## config.mk

```make
export PLATFORM = sky130hd
export DESIGN_NAME = conv_weight_bank
export DESIGN_NICKNAME = d
export VERILOG_FILES = /design/src/source/conv_pkg.sv /design/src/source/conv_weight_bank.sv
export VERILOG_INCLUDE_DIRS = /design/src /design/src/source
export SDC_FILE = /design/constraint.sdc
export NUM_CORES = 1
export LEC_CHECK = 0
export BUFFER_PORTS_ARGS = -buffer_cell sky130_fd_sc_hd__buf_2
export CAP_MARGIN = 10
export CORE_ASPECT_RATIO = 2
export CORE_MARGIN = 2
export CORE_UTILIZATION = 40
export DETAILED_ROUTE_END_ITERATION = 6
export PLACE_DENSITY = 0.65
export SLEW_MARGIN = 10
export SYNTH_ARGS = -nofsm -noshare
export SYNTH_HDL_FRONTEND = slang
export SYNTH_SLANG_ARGS = --single-unit
```

## constraint.sdc

```tcl
create_clock -name clk -period 1.75 [get_ports clk]
set_clock_uncertainty 0.15 [all_clocks]
set_input_delay 0.0875 -clock clk [delete_from_list [all_inputs] [get_ports clk]]
set_output_delay 0.0875 -clock clk [all_outputs]
set_load 0.01 [all_outputs]
```

## src/source/conv_config.svh

```systemverilog
`ifndef CONV_CONFIG_SVH
`define CONV_CONFIG_SVH

// Q8.8 pixels and weights.
`define CONV_DATA_W 16
`define CONV_FRAC_W 8

`define CONV_TAPS 9

// nine saturated 16-bit products fit in 20 bits.
`define CONV_ACC_W 20

// pipeline depths in clock cycles.
`define CONV_MULT_LAT 2
`define CONV_TREE_LAT 4
`define CONV_LAT (`CONV_MULT_LAT + `CONV_TREE_LAT + 1)

`endif

```

## src/source/conv_pkg.sv

```systemverilog
`default_nettype none

`include "conv_config.svh"

package conv_pkg;

    // signed Q8.8 value, shared by pixels, weights and products.
    typedef logic signed [`CONV_DATA_W-1:0] pix_t;

    // tap 0 sits in the lowest bits.
    typedef pix_t [`CONV_TAPS-1:0] window_t;

    typedef logic signed [`CONV_ACC_W-1:0] acc_t;

    // one finished window.
    typedef struct packed {
        logic sat;   // set when any product or the final sum was clipped.
        pix_t value;
    } conv_out_t;

endpackage

`default_nettype wire

```

## src/source/conv_weight_bank.sv

```systemverilog
`timescale 1ns/1ps
`default_nettype none

`include "conv_config.svh"

module conv_weight_bank (
    input  logic              clk,
    input  logic              rst_n,
    input  logic              i_we,
    input  logic [3:0]        i_idx,
    input  conv_pkg::pix_t    i_data,
    output conv_pkg::window_t o_kernel
);

    logic idx_ok;

    // indices 9 to 15 have no register behind them.
    assign idx_ok = (i_idx < 4'(`CONV_TAPS));

    always_ff @(posedge clk or negedge rst_n) begin
        if (!rst_n) begin
            o_kernel <= '0;
        end else if (i_we && idx_ok) begin
            o_kernel[i_idx] <= i_data;   // other taps hold their value.
        end
    end

endmodule

`default_nettype wire

```

==> impl_results.md, run 1 <==
* Pwr Density at 1412 nW/µm²
* Layout cell share with drive strength beyond 1 at 63.99%
* Max-cap violations at 0
* CTS Root Cell: clkbuf_16
* Total gr overflow at 0
* Crit end category: output port
* Fmax at 821.9 MHz
* Critical path buffers and inverters at 1
* Top flop regs: o_kernel x144
* Worst Path Required at 1510 ps
* Setup tns final at 0 ps
* Total Routing Usage GR at 19.82%
* Most common cell after layout, fill and taps aside: buf_2
* Largest net degree at the start of global routing at 40
* Total power at 10.44 mW
* PortBufs at 166
* CP Depth at 1
* Distinct cell type count after synthesis at 17
* Routed WL per cell at 19.70 µm
* CP peak stage delay at 410 ps
* Final setup fails at 0
* Worst-Skew Late Latency at 410 ps
* Initial core utilization at 40.69%
* Most flop-heavy register: o_kernel
* Total Wirelength at 13,620 µm
* Outcome: completed
* Antenna Cells at 0
* Area added between synthesis and finish at 35.96%
* FF-to-FF Start: o_kernel[69]
* CTS tree: yes
* DR iter-0 viols at 71
* Worst r2r path cells at 1
* Fin crit share at 69.52%
* CTS Buf Count at 17
* DRC viols at 0
* Synthesized Nets at 337
* DIE AREA at 14,600 µm²
* Crit-path leading delay family: flip-flops
* Post-DP HPWL at 9661 µm
* Fill cell count at 1,129
* Type of the worst setup path: reg2out
* Clock buffer depth at 2
* Final Hold Violating Endpoints at 0
* Worst Hold Class: in2async
* Routability cong. at 0.7802
* Data arrival, critical path at 980 ps
* Clock slew at reported path FFs at 60 ps
* CP max stage cell: dfrtp_1
* Leakage at 3.664 nW
* Largest register FFs at 144
* Final slew viol count at 0
* Post-synthesis sequential area ratio at 66.27%
* IO Count at 167
* Synth warn at 0
* RSZ-0062 raised after global routing: false
* Total core area at 13,360 µm²
* DRT Pass-1 Iters at 4
* Vias in the first global route at 3,716
* Most frequent cells in the layout: 165 x buf_2, 144 x dfrtp_1, 117 x mux2_2
* Cell Area, Synth at 5438 µm²
* Initial antenna violation count at 0
* Die width at 86.45 µm
* Die Height at 168.9 µm
* FF-to-FF setup slack at 780 ps
* FP Rows at 60
* VDD IR-drop max at 788.0 µV
* Worst Max-Slew Pin Slew at 415.5 ps
* Nets at 546
* Fin crit period at 1217 ps
* Relative slew slack at 72.30%
* CTS sink cnt at 144
* H-tree depth at 4
* Capture point of the worst reg-to-reg path: o_kernel[69]
* Antenna Nets Post-Route at 0
* CP Cell Sequence: buf_2
* First-pass GRT wire length at 21,360 µm
* Syn Area/Cell at 17.32 µm²
* CP Launch Type: flip-flop
* Setup bufs post-CTS at 0
* Synth Register Bits at 144
* Crit-path max FO at 2
* Gate Count Post-Synth at 314
* Via/cell ratio at 4.994
* Vias at 3,451
## final cells by class
| class | count | area, µm² | share of cell area (%) |
|---|---|---|---|
| well taps | 155 | 193.9 | 2.623 |
| clock inverters | 12 | 157.7 | 2.132 |
| multi-input cells | 157 | 1762 | 23.83 |
| flip-flops and latches | 144 | 3603 | 48.74 |
| repair buffers | 203 | 1220 | 16.50 |
| clock buffers | 20 | 456.7 | 6.177 |
## kinds of logic after synthesis
kind of cell	after synthesis	share of synthesized area (%)
buffers and inverters	13	1.380
multiplexers	144	29.82
AND/OR/NAND/NOR	13	2.531
flip-flops	144	66.27
## stage by stage
step,area [µm²],hold slack [ps],utilization (%),std cells,worst slack [ps]
6_report,7393,1.857,55.33,691,533.3
5_1_grt,7393,42.07,55.33,691,507.3
4_1_cts,7393,16.02,55.33,691,527.2
3_5_place_dp,6609,-116.1,49.46,642,190.7
3_3_place_gp,6609,-127.6,49.46,642,215.2
2_1_floorplan,5438,-358.1,-,314,177.1
## synth_stat cells, drive strengths merged
master	instances	area [µm²]
nor3b	3	50.05
nand3b	3	42.54
nand2	2	7.510
dfrtp	144	3603
clkbuf	1	3.750
nor2	2	10.01
buf	12	71.31
nand4b	1	15.01
or3	1	6.260
mux2	144	1622
nor2b	1	6.260
## what timing repair did
action	in CTS	in global routing
hold buffers	17	0
endpoints found under the hold margin	288	0
gates resized for setup	0	0
## layer usage
| layer | routed length (µm) | vias up | part of all wire (%) | global-route usage, % |
|---|---|---|---|---|
| met5 | 0 | - | 0 | 0 |
| met1 | 5160 | 1781 | 38 | 22.25 |
| met2 | 7544 | 103 | 55 | 34.85 |
| met3 | 560 | 23 | 4.1 | 5.119 |
| li1 | - | 1544 | - | - |
| met4 | 350 | 0 | 2.6 | 8.424 |
## worst max-delay path by stage
stage,startpoint,to
after floorplan,i_idx[0],o_kernel[85]
after global placement,i_idx[3],o_kernel[103]
after detailed placement,i_idx[3],o_kernel[71]
after CTS,o_kernel[69],o_kernel[69]
after global routing,o_kernel[69],o_kernel[69]
final,o_kernel[101],o_kernel[101]
## where the power goes
group | total (mW) | switching [mW] | internal [mW]
Sequential | 4.50 | 0.393 | 4.11
Combinational | 2.22 | 1.09 | 1.12
Clock | 3.72 | 1.40 | 2.33
Note: power is estimated with default switching activity, not from simulation.
==> inputs of run 2 (changes only) <==
--- a/config.mk
+++ b/config.mk
@@ -12,7 +12,7 @@
 export CORE_MARGIN = 2
 export CORE_UTILIZATION = 40
 export DETAILED_ROUTE_END_ITERATION = 6
-export PLACE_DENSITY = 0.65
+export PLACE_DENSITY = 0.67
 export SLEW_MARGIN = 10
 export SYNTH_ARGS = -nofsm -noshare
 export SYNTH_HDL_FRONTEND = slang
==> constraint.sdc (replaced) <==
create_clock -name clk -period 1.1 [get_ports clk]
set_clock_uncertainty 0.15 [all_clocks]
set_input_delay 0.055 -clock clk [delete_from_list [all_inputs] [get_ports clk]]
set_output_delay 0.055 -clock clk [all_outputs]
set_load 0.01 [all_outputs]
==> run 2 against run 1 <==
  * The run now ends with hold timing, setup timing left
  * Global-route usage grew 0.97 points
  * Register-to-register slack worse by 730 ps
  * Highest routed layer unchanged
  * Die area is the same
  * Flip-flop and latch count did not move
  * Routed wire length rose by 7.3%
  * Non-clock buffer count grew 59
==> impl_results.md, run 2 (synthesis gave the netlist of run 1 again) <==
* Fin crit share at 107.1%
* Total Wirelength at 14,610 µm (+7.3%)
* Worst-Skew Late Latency at 410 ps (about the same)
* Type of the worst setup path: reg2out
* Final Hold Violating Endpoints at 20 (+20)
* Final setup fails at 144 (+144)
* DR iter-0 viols at 96 (+35%)
* Fmax at 848.9 MHz
* H-tree depth at 4 (unchanged)
* First-pass GRT wire length at 22,530 µm (+5.5%)
* DRT Pass-1 Iters at 4 (unchanged)
* Die width at 86.45 µm (unchanged)
* Worst Path Required at 890 ps (-620 ps)
* Worst setup margin at -77.99 ps (-611.3 ps)
* CTS tree: yes
* Total Routing Usage GR at 20.80% (+0.97 points)
* RSZ-0062 raised after global routing: true
* Total power at 17.61 mW (+69%)
* Fill cell count at 1,048 (-7.2%)
* DRC viols at 0 (unchanged)
* Most frequent cells in the layout: 144 x dfrtp_1, 127 x buf_2, 89 x mux2_2
* Total core area at 13,360 µm² (unchanged)
* DIE AREA at 14,600 µm² (unchanged)
* Initial core utilization at 40.69% (unchanged)
* Crit-path max FO at 2 (unchanged)
* Routed WL per cell at 19.55 µm (-0.76%)
* Most common cell after layout, fill and taps aside: dfrtp_1
* Data arrival, critical path at 970 ps (about the same)
* CP Launch Type: flip-flop
* VDD IR-drop max at 1366 µV (+73%)
* Nets at 605 (+11%)
* Most flop-heavy register: o_kernel
* Max-cap violations at 0 (unchanged)
* Layout cell share with drive strength beyond 1 at 71.11% (+7.1 points)
* Routability cong. at 0.7952 (+1.9%)
* Pwr Density at 2117 nW/µm² (+50%)
* Placed Instance Area at 6943 µm² (+5.1%)
* Placed Cells at 649 (+1.1%)
* Post-CTS Hold Buffers at 17 (unchanged)
* Failing checks: hold timing, setup timing
* Initial antenna violation count at 0 (unchanged)
* Worst Max-Slew Pin Slew at 277.3 ps (-138.2 ps)
* Fin crit period at 1178 ps
* Area added between synthesis and finish at 52.99%
* Non-Filler Instances at 747 (+8.1%)
* CTS sink cnt at 144 (unchanged)
* CTS Buf Count at 17 (unchanged)
* CP max stage cell: dfrtp_1
* Vias in the first global route at 3,996 (+7.5%)
* Antenna Cells at 0 (unchanged)
* Via/cell ratio at 4.991 (about the same)
* Vias at 3,728 (+8.0%)
* Worst Hold Class: in2async
* Post-DP HPWL at 10,130 µm (+4.9%)
* Largest net degree at the start of global routing at 35 (-13%)
* Post-route cell area at 8319 µm² (+13%)
* CTS Root Cell: clkbuf_16
* Largest register FFs at 144 (unchanged)
* IO Count at 167 (unchanged)
* Crit end category: output port
* Final slew viol count at 0 (unchanged)
* Top flop regs: o_kernel x144
* CP Cell Sequence: buf_2
* Relative slew slack at 81.51% (+9.2 points)
* CP peak stage delay at 410 ps (about the same)
* Clock buffer depth at 2 (unchanged)
* Critical path buffers and inverters at 1 (unchanged)
* FP Rows at 60 (unchanged)
* Outcome: finished with violations
* PortBufs at 166 (unchanged)
* Final core utilization at 62.26% (+6.9 points)
* Crit-path leading delay family: flip-flops
* Antenna Nets Post-Route at 0 (unchanged)
* Die Height at 168.9 µm (unchanged)
* Total gr overflow at 0 (unchanged)
* Worst Hold Slack at -65.99 ps (-67.85 ps)
* Leakage at 4.171 nW (+14%)
* Clock slew at reported path FFs at 60 ps (about the same)
## run 2: cell count changes in the layout (fill, tap and decap cells not counted), sizes merged
cell	before	now
inv	2	0
clkinvlp	3	4
clkbuf	20	18
clkinv	4	5
bufinv	3	2
buf	186	245
## run 2: timing repair
action | in CTS | in global routing
hold endpoints to repair | 288 | 20
resized for setup | 32 | 21
setup endpoints to repair | 150 | 156
setup buffers | 45 | 7
## run 2: worst paths after layout
path                          startpoint       endpoint  slack (ps)  cells after the start
setup / recovery            o_kernel[44]   o_kernel[44]         -80                      1
hold / removal                     rst_n   o_kernel[99]         -70                      2
setup reg to reg           o_kernel[107]  o_kernel[107]          50                      2
hold reg to reg             o_kernel[77]   o_kernel[77]         340                      1
max in group asynchronous          rst_n   o_kernel[13]         390                      3
min in group clk                i_idx[0]   o_kernel[77]          70                      4
## run 2: layout make-up
cell class | instances | area, µm² | area share (%)
clock inverter | 11 | 118.9 | 1.429
clock buffer | 18 | 439.2 | 5.279
tap | 155 | 193.9 | 2.331
timing repair buffer | 262 | 1991 | 23.93
sequential | 144 | 3603 | 43.31
multi-input combinational | 157 | 1973 | 23.72
## run 2: through the flow
| step | setup TNS, ps | hold slack (ps) | setup slack (ps) |
|---|---|---|---|
| 6_report | -5281 | -65.99 | -77.99 |
| 4_1_cts | -7670 | -59.08 | -99.46 |
| 2_1_floorplan | -20170 | -390.6 | -315.7 |
| 3_5_place_dp | -50680 | -203.6 | -447.7 |
| 5_1_grt | -9570 | -26.04 | -99.61 |
| 3_3_place_gp | -46070 | -208.7 | -415.4 |
## run 2: layer usage
metal | global-route usage (%) | vias to the layer above | wire length (µm)
li1 | - | 1647 | -
met1 | 23.35 | 1936 | 5313
met2 | 36.72 | 114 | 8290
met3 | 4.242 | 31 | 533
met4 | 10.05 | 0 | 469
met5 | 0 | - | 0
## run 2: power by group
group / switching [mW] / total (mW) / internal, mW
logic: 1.93 / 4.88 / 2.95
registers: 0.732 / 7.27 / 6.54
clock network: 2.12 / 5.46 / 3.34
total: 4.79 / 17.6 / 12.8
==> inputs of run 3 (changes only) <==
==> constraint.sdc (replaced) <==
create_clock -name clk -period 1 [get_ports clk]
set_clock_uncertainty 0.15 [all_clocks]
set_input_delay 0.05 -clock clk [delete_from_list [all_inputs] [get_ports clk]]
set_output_delay 0.05 -clock clk [all_outputs]
set_load 0.01 [all_outputs]
==> run 3 against run 2 <==
  * The flow still finishes with violations (hold timing, setup timing)
  * Largest power group unchanged
  * Register-to-register slack got worse by 190 ps
  * Highest routed layer unchanged
  * Die area unchanged
  * Power increased by 20%
==> impl_results.md, run 3 (synthesis gave the netlist of run 1 again) <==
* Outcome: finished with violations
* Failing checks: hold timing, setup timing
* CP Cell Sequence: buf_2
* Crit-path max FO at 2 (unchanged)
* Routability cong. at 0.7863 (-1.1%)
* Worst setup margin at -188.1 ps (-110.1 ps)
* Placed Instance Area at 7015 µm² (+1.0%)
* Worst-Skew Late Latency at 410 ps (about the same)
* Vias at 3,943 (+5.8%)
* Final setup fails at 261 (+81%)
* Crit path from: o_kernel[78]
* Pwr Density at 2346 nW/µm² (+11%)
* Max-cap violations at 0 (unchanged)
* Post-route cell area at 9017 µm² (+8.4%)
* Antenna Nets Post-Route at 0 (unchanged)
* Fin crit share at 118.8%
* DRT Pass-1 Iters at 4 (unchanged)
* First-pass GRT wire length at 24,310 µm (+7.9%)
* Vias in the first global route at 4,180 (+4.6%)
* Most flop-heavy register: o_kernel
* Final slew viol count at 0 (unchanged)
* Initial antenna violation count at 0 (unchanged)
* Total Routing Usage GR at 22.47% (+1.7 points)
* Fmax at 841.7 MHz
* CTS tree: yes
* Clock slew at reported path FFs at 60 ps (about the same)
* CP max stage cell: dfrtp_1
* Worst Max-Slew Pin Slew at 311.0 ps (+33.67 ps)
* CTS Root Cell: clkbuf_16
* Die Height at 168.9 µm (unchanged)
* CP peak stage delay at 420 ps (about the same)
* Nets at 638 (+5.5%)
* H-tree depth at 4 (unchanged)
* Via/cell ratio at 5.036 (+0.90%)
* Setup tns final at -27,810 ps (-22,530 ps)
* Routed WL per cell at 20.86 µm (+6.7%)
* Most frequent cells in the layout: 144 x dfrtp_1, 129 x buf_2, 83 x mux2_4
* Worst slack at placement at -616.5 ps (-168.7 ps)
* CP Launch Type: flip-flop
* Fin crit period at 1188 ps
* Total gr overflow at 0 (unchanged)
* Layout cell share with drive strength beyond 1 at 74.36% (+3.2 points)
* Type of the worst setup path: reg2out
* Most common cell after layout, fill and taps aside: dfrtp_1
* Largest register FFs at 144 (unchanged)
* Antenna Cells at 0 (unchanged)
* RSZ-0062 raised after global routing: true
* Leakage at 4.614 nW (+11%)
* Top flop regs: o_kernel x144
* VDD IR-drop max at 1263 µV (-7.5%)
* Crit-path leading delay family: flip-flops
* Total Wirelength at 16,330 µm (+12%)
* Worst Path Required at 800 ps (-90 ps)
* IO Count at 167 (unchanged)
* Worst Hold Class: in2async
* Data arrival, critical path at 990 ps (+20 ps)
* Total core area at 13,360 µm² (unchanged)
* DIE AREA at 14,600 µm² (unchanged)
* Post-DP HPWL at 10,370 µm (+2.4%)
* Initial core utilization at 40.69% (unchanged)
* Die width at 86.45 µm (unchanged)
* Final Hold Violating Endpoints at 21 (+5.0%)
* DRC viols at 0 (unchanged)
* FP Rows at 60 (unchanged)
* CTS Buf Count at 17 (unchanged)
* FF-to-FF Start: o_kernel[55]
* Critical path buffers and inverters at 1 (unchanged)
* Post-CTS Hold Buffers at 17 (unchanged)
* Largest net degree at the start of global routing at 44 (+26%)
* Relative slew slack at 79.27% (-2.2 points)
* CTS sink cnt at 144 (unchanged)
* Crit end category: output port
* Area added between synthesis and finish at 65.83%
* DR iter-0 viols at 123 (+28%)
* Clock buffer depth at 2 (unchanged)
* Worst Hold Slack at -58.73 ps (+7.263 ps)
* PortBufs at 166 (unchanged)
-- run 3: cell types whose count changed in the layout (fill, tap and decap cells not counted), sizes merged --
cell      before  now
clkbuf        18   21
bufinv         2    5
buf          245  277
inv            0    1
clkinv         5    3
clkinvlp       4    3
-- run 3: cell type report --
cell class                 count  area (µm²)
sequential                   144        3603
clock inverter                12       203.9
clock buffer                  20       466.7
tap                          155       193.9
timing repair buffer         295        2411
multi-input combinational    157        2138
fill                         922        4345
-- run 3: timing repair --
action                                  CTS  global route
setup buffers                            57            23
pin swaps                                 3             2
cloned                                    4             1
gates resized for setup                 103            24
hold endpoints to repair                288            21
endpoints found under the setup margin  221           278
-- run 3: power by group --
| part | internal [mW] | total (mW) | switching (mW) |
|---|---|---|---|
| Combinational | 3.73 | 6.03 | 2.29 |
| Clock | 4.64 | 7.09 | 2.45 |
| Sequential | 7.19 | 8.04 | 0.853 |
-- run 3: path summary, 6_finish.rpt --
path | to | slack [ps] | cells after the start
min | o_kernel[82] | -60 | 2
min in group clk | o_kernel[66] | 80 | 4
max in group asynchronous | o_kernel[44] | 210 | 3
max reg2reg | o_kernel[55] | -140 | 3
max | o_kernel[78] | -190 | 1
min reg2reg | o_kernel[11] | 350 | 1
-- run 3: metal layers --
layer	wire length, µm	GRT usage (%)	vias up
met4	672	9.986	0
met3	588	5.119	35
met2	8901	39.13	125
met1	6168	25.83	2063
met5	0	0	-
li1	-	-	1720
-- run 3: through the flow --
| step | power [mW] | instances | utilization [%] | hold slack (ps) |
|---|---|---|---|---|
| 6_report | 21.16 | 783 | 67.48 | -58.73 |
| 5_1_grt | 22.01 | 783 | 67.48 | -58.67 |
| 4_1_cts | 20.75 | 763 | 65.83 | -64.69 |
| 3_5_place_dp | 12.31 | 653 | 52.50 | -195.1 |
| 3_3_place_gp | 12.17 | 653 | 52.50 | -200.0 |
| 2_1_floorplan | 10.12 | 314 | - | -395.6 |
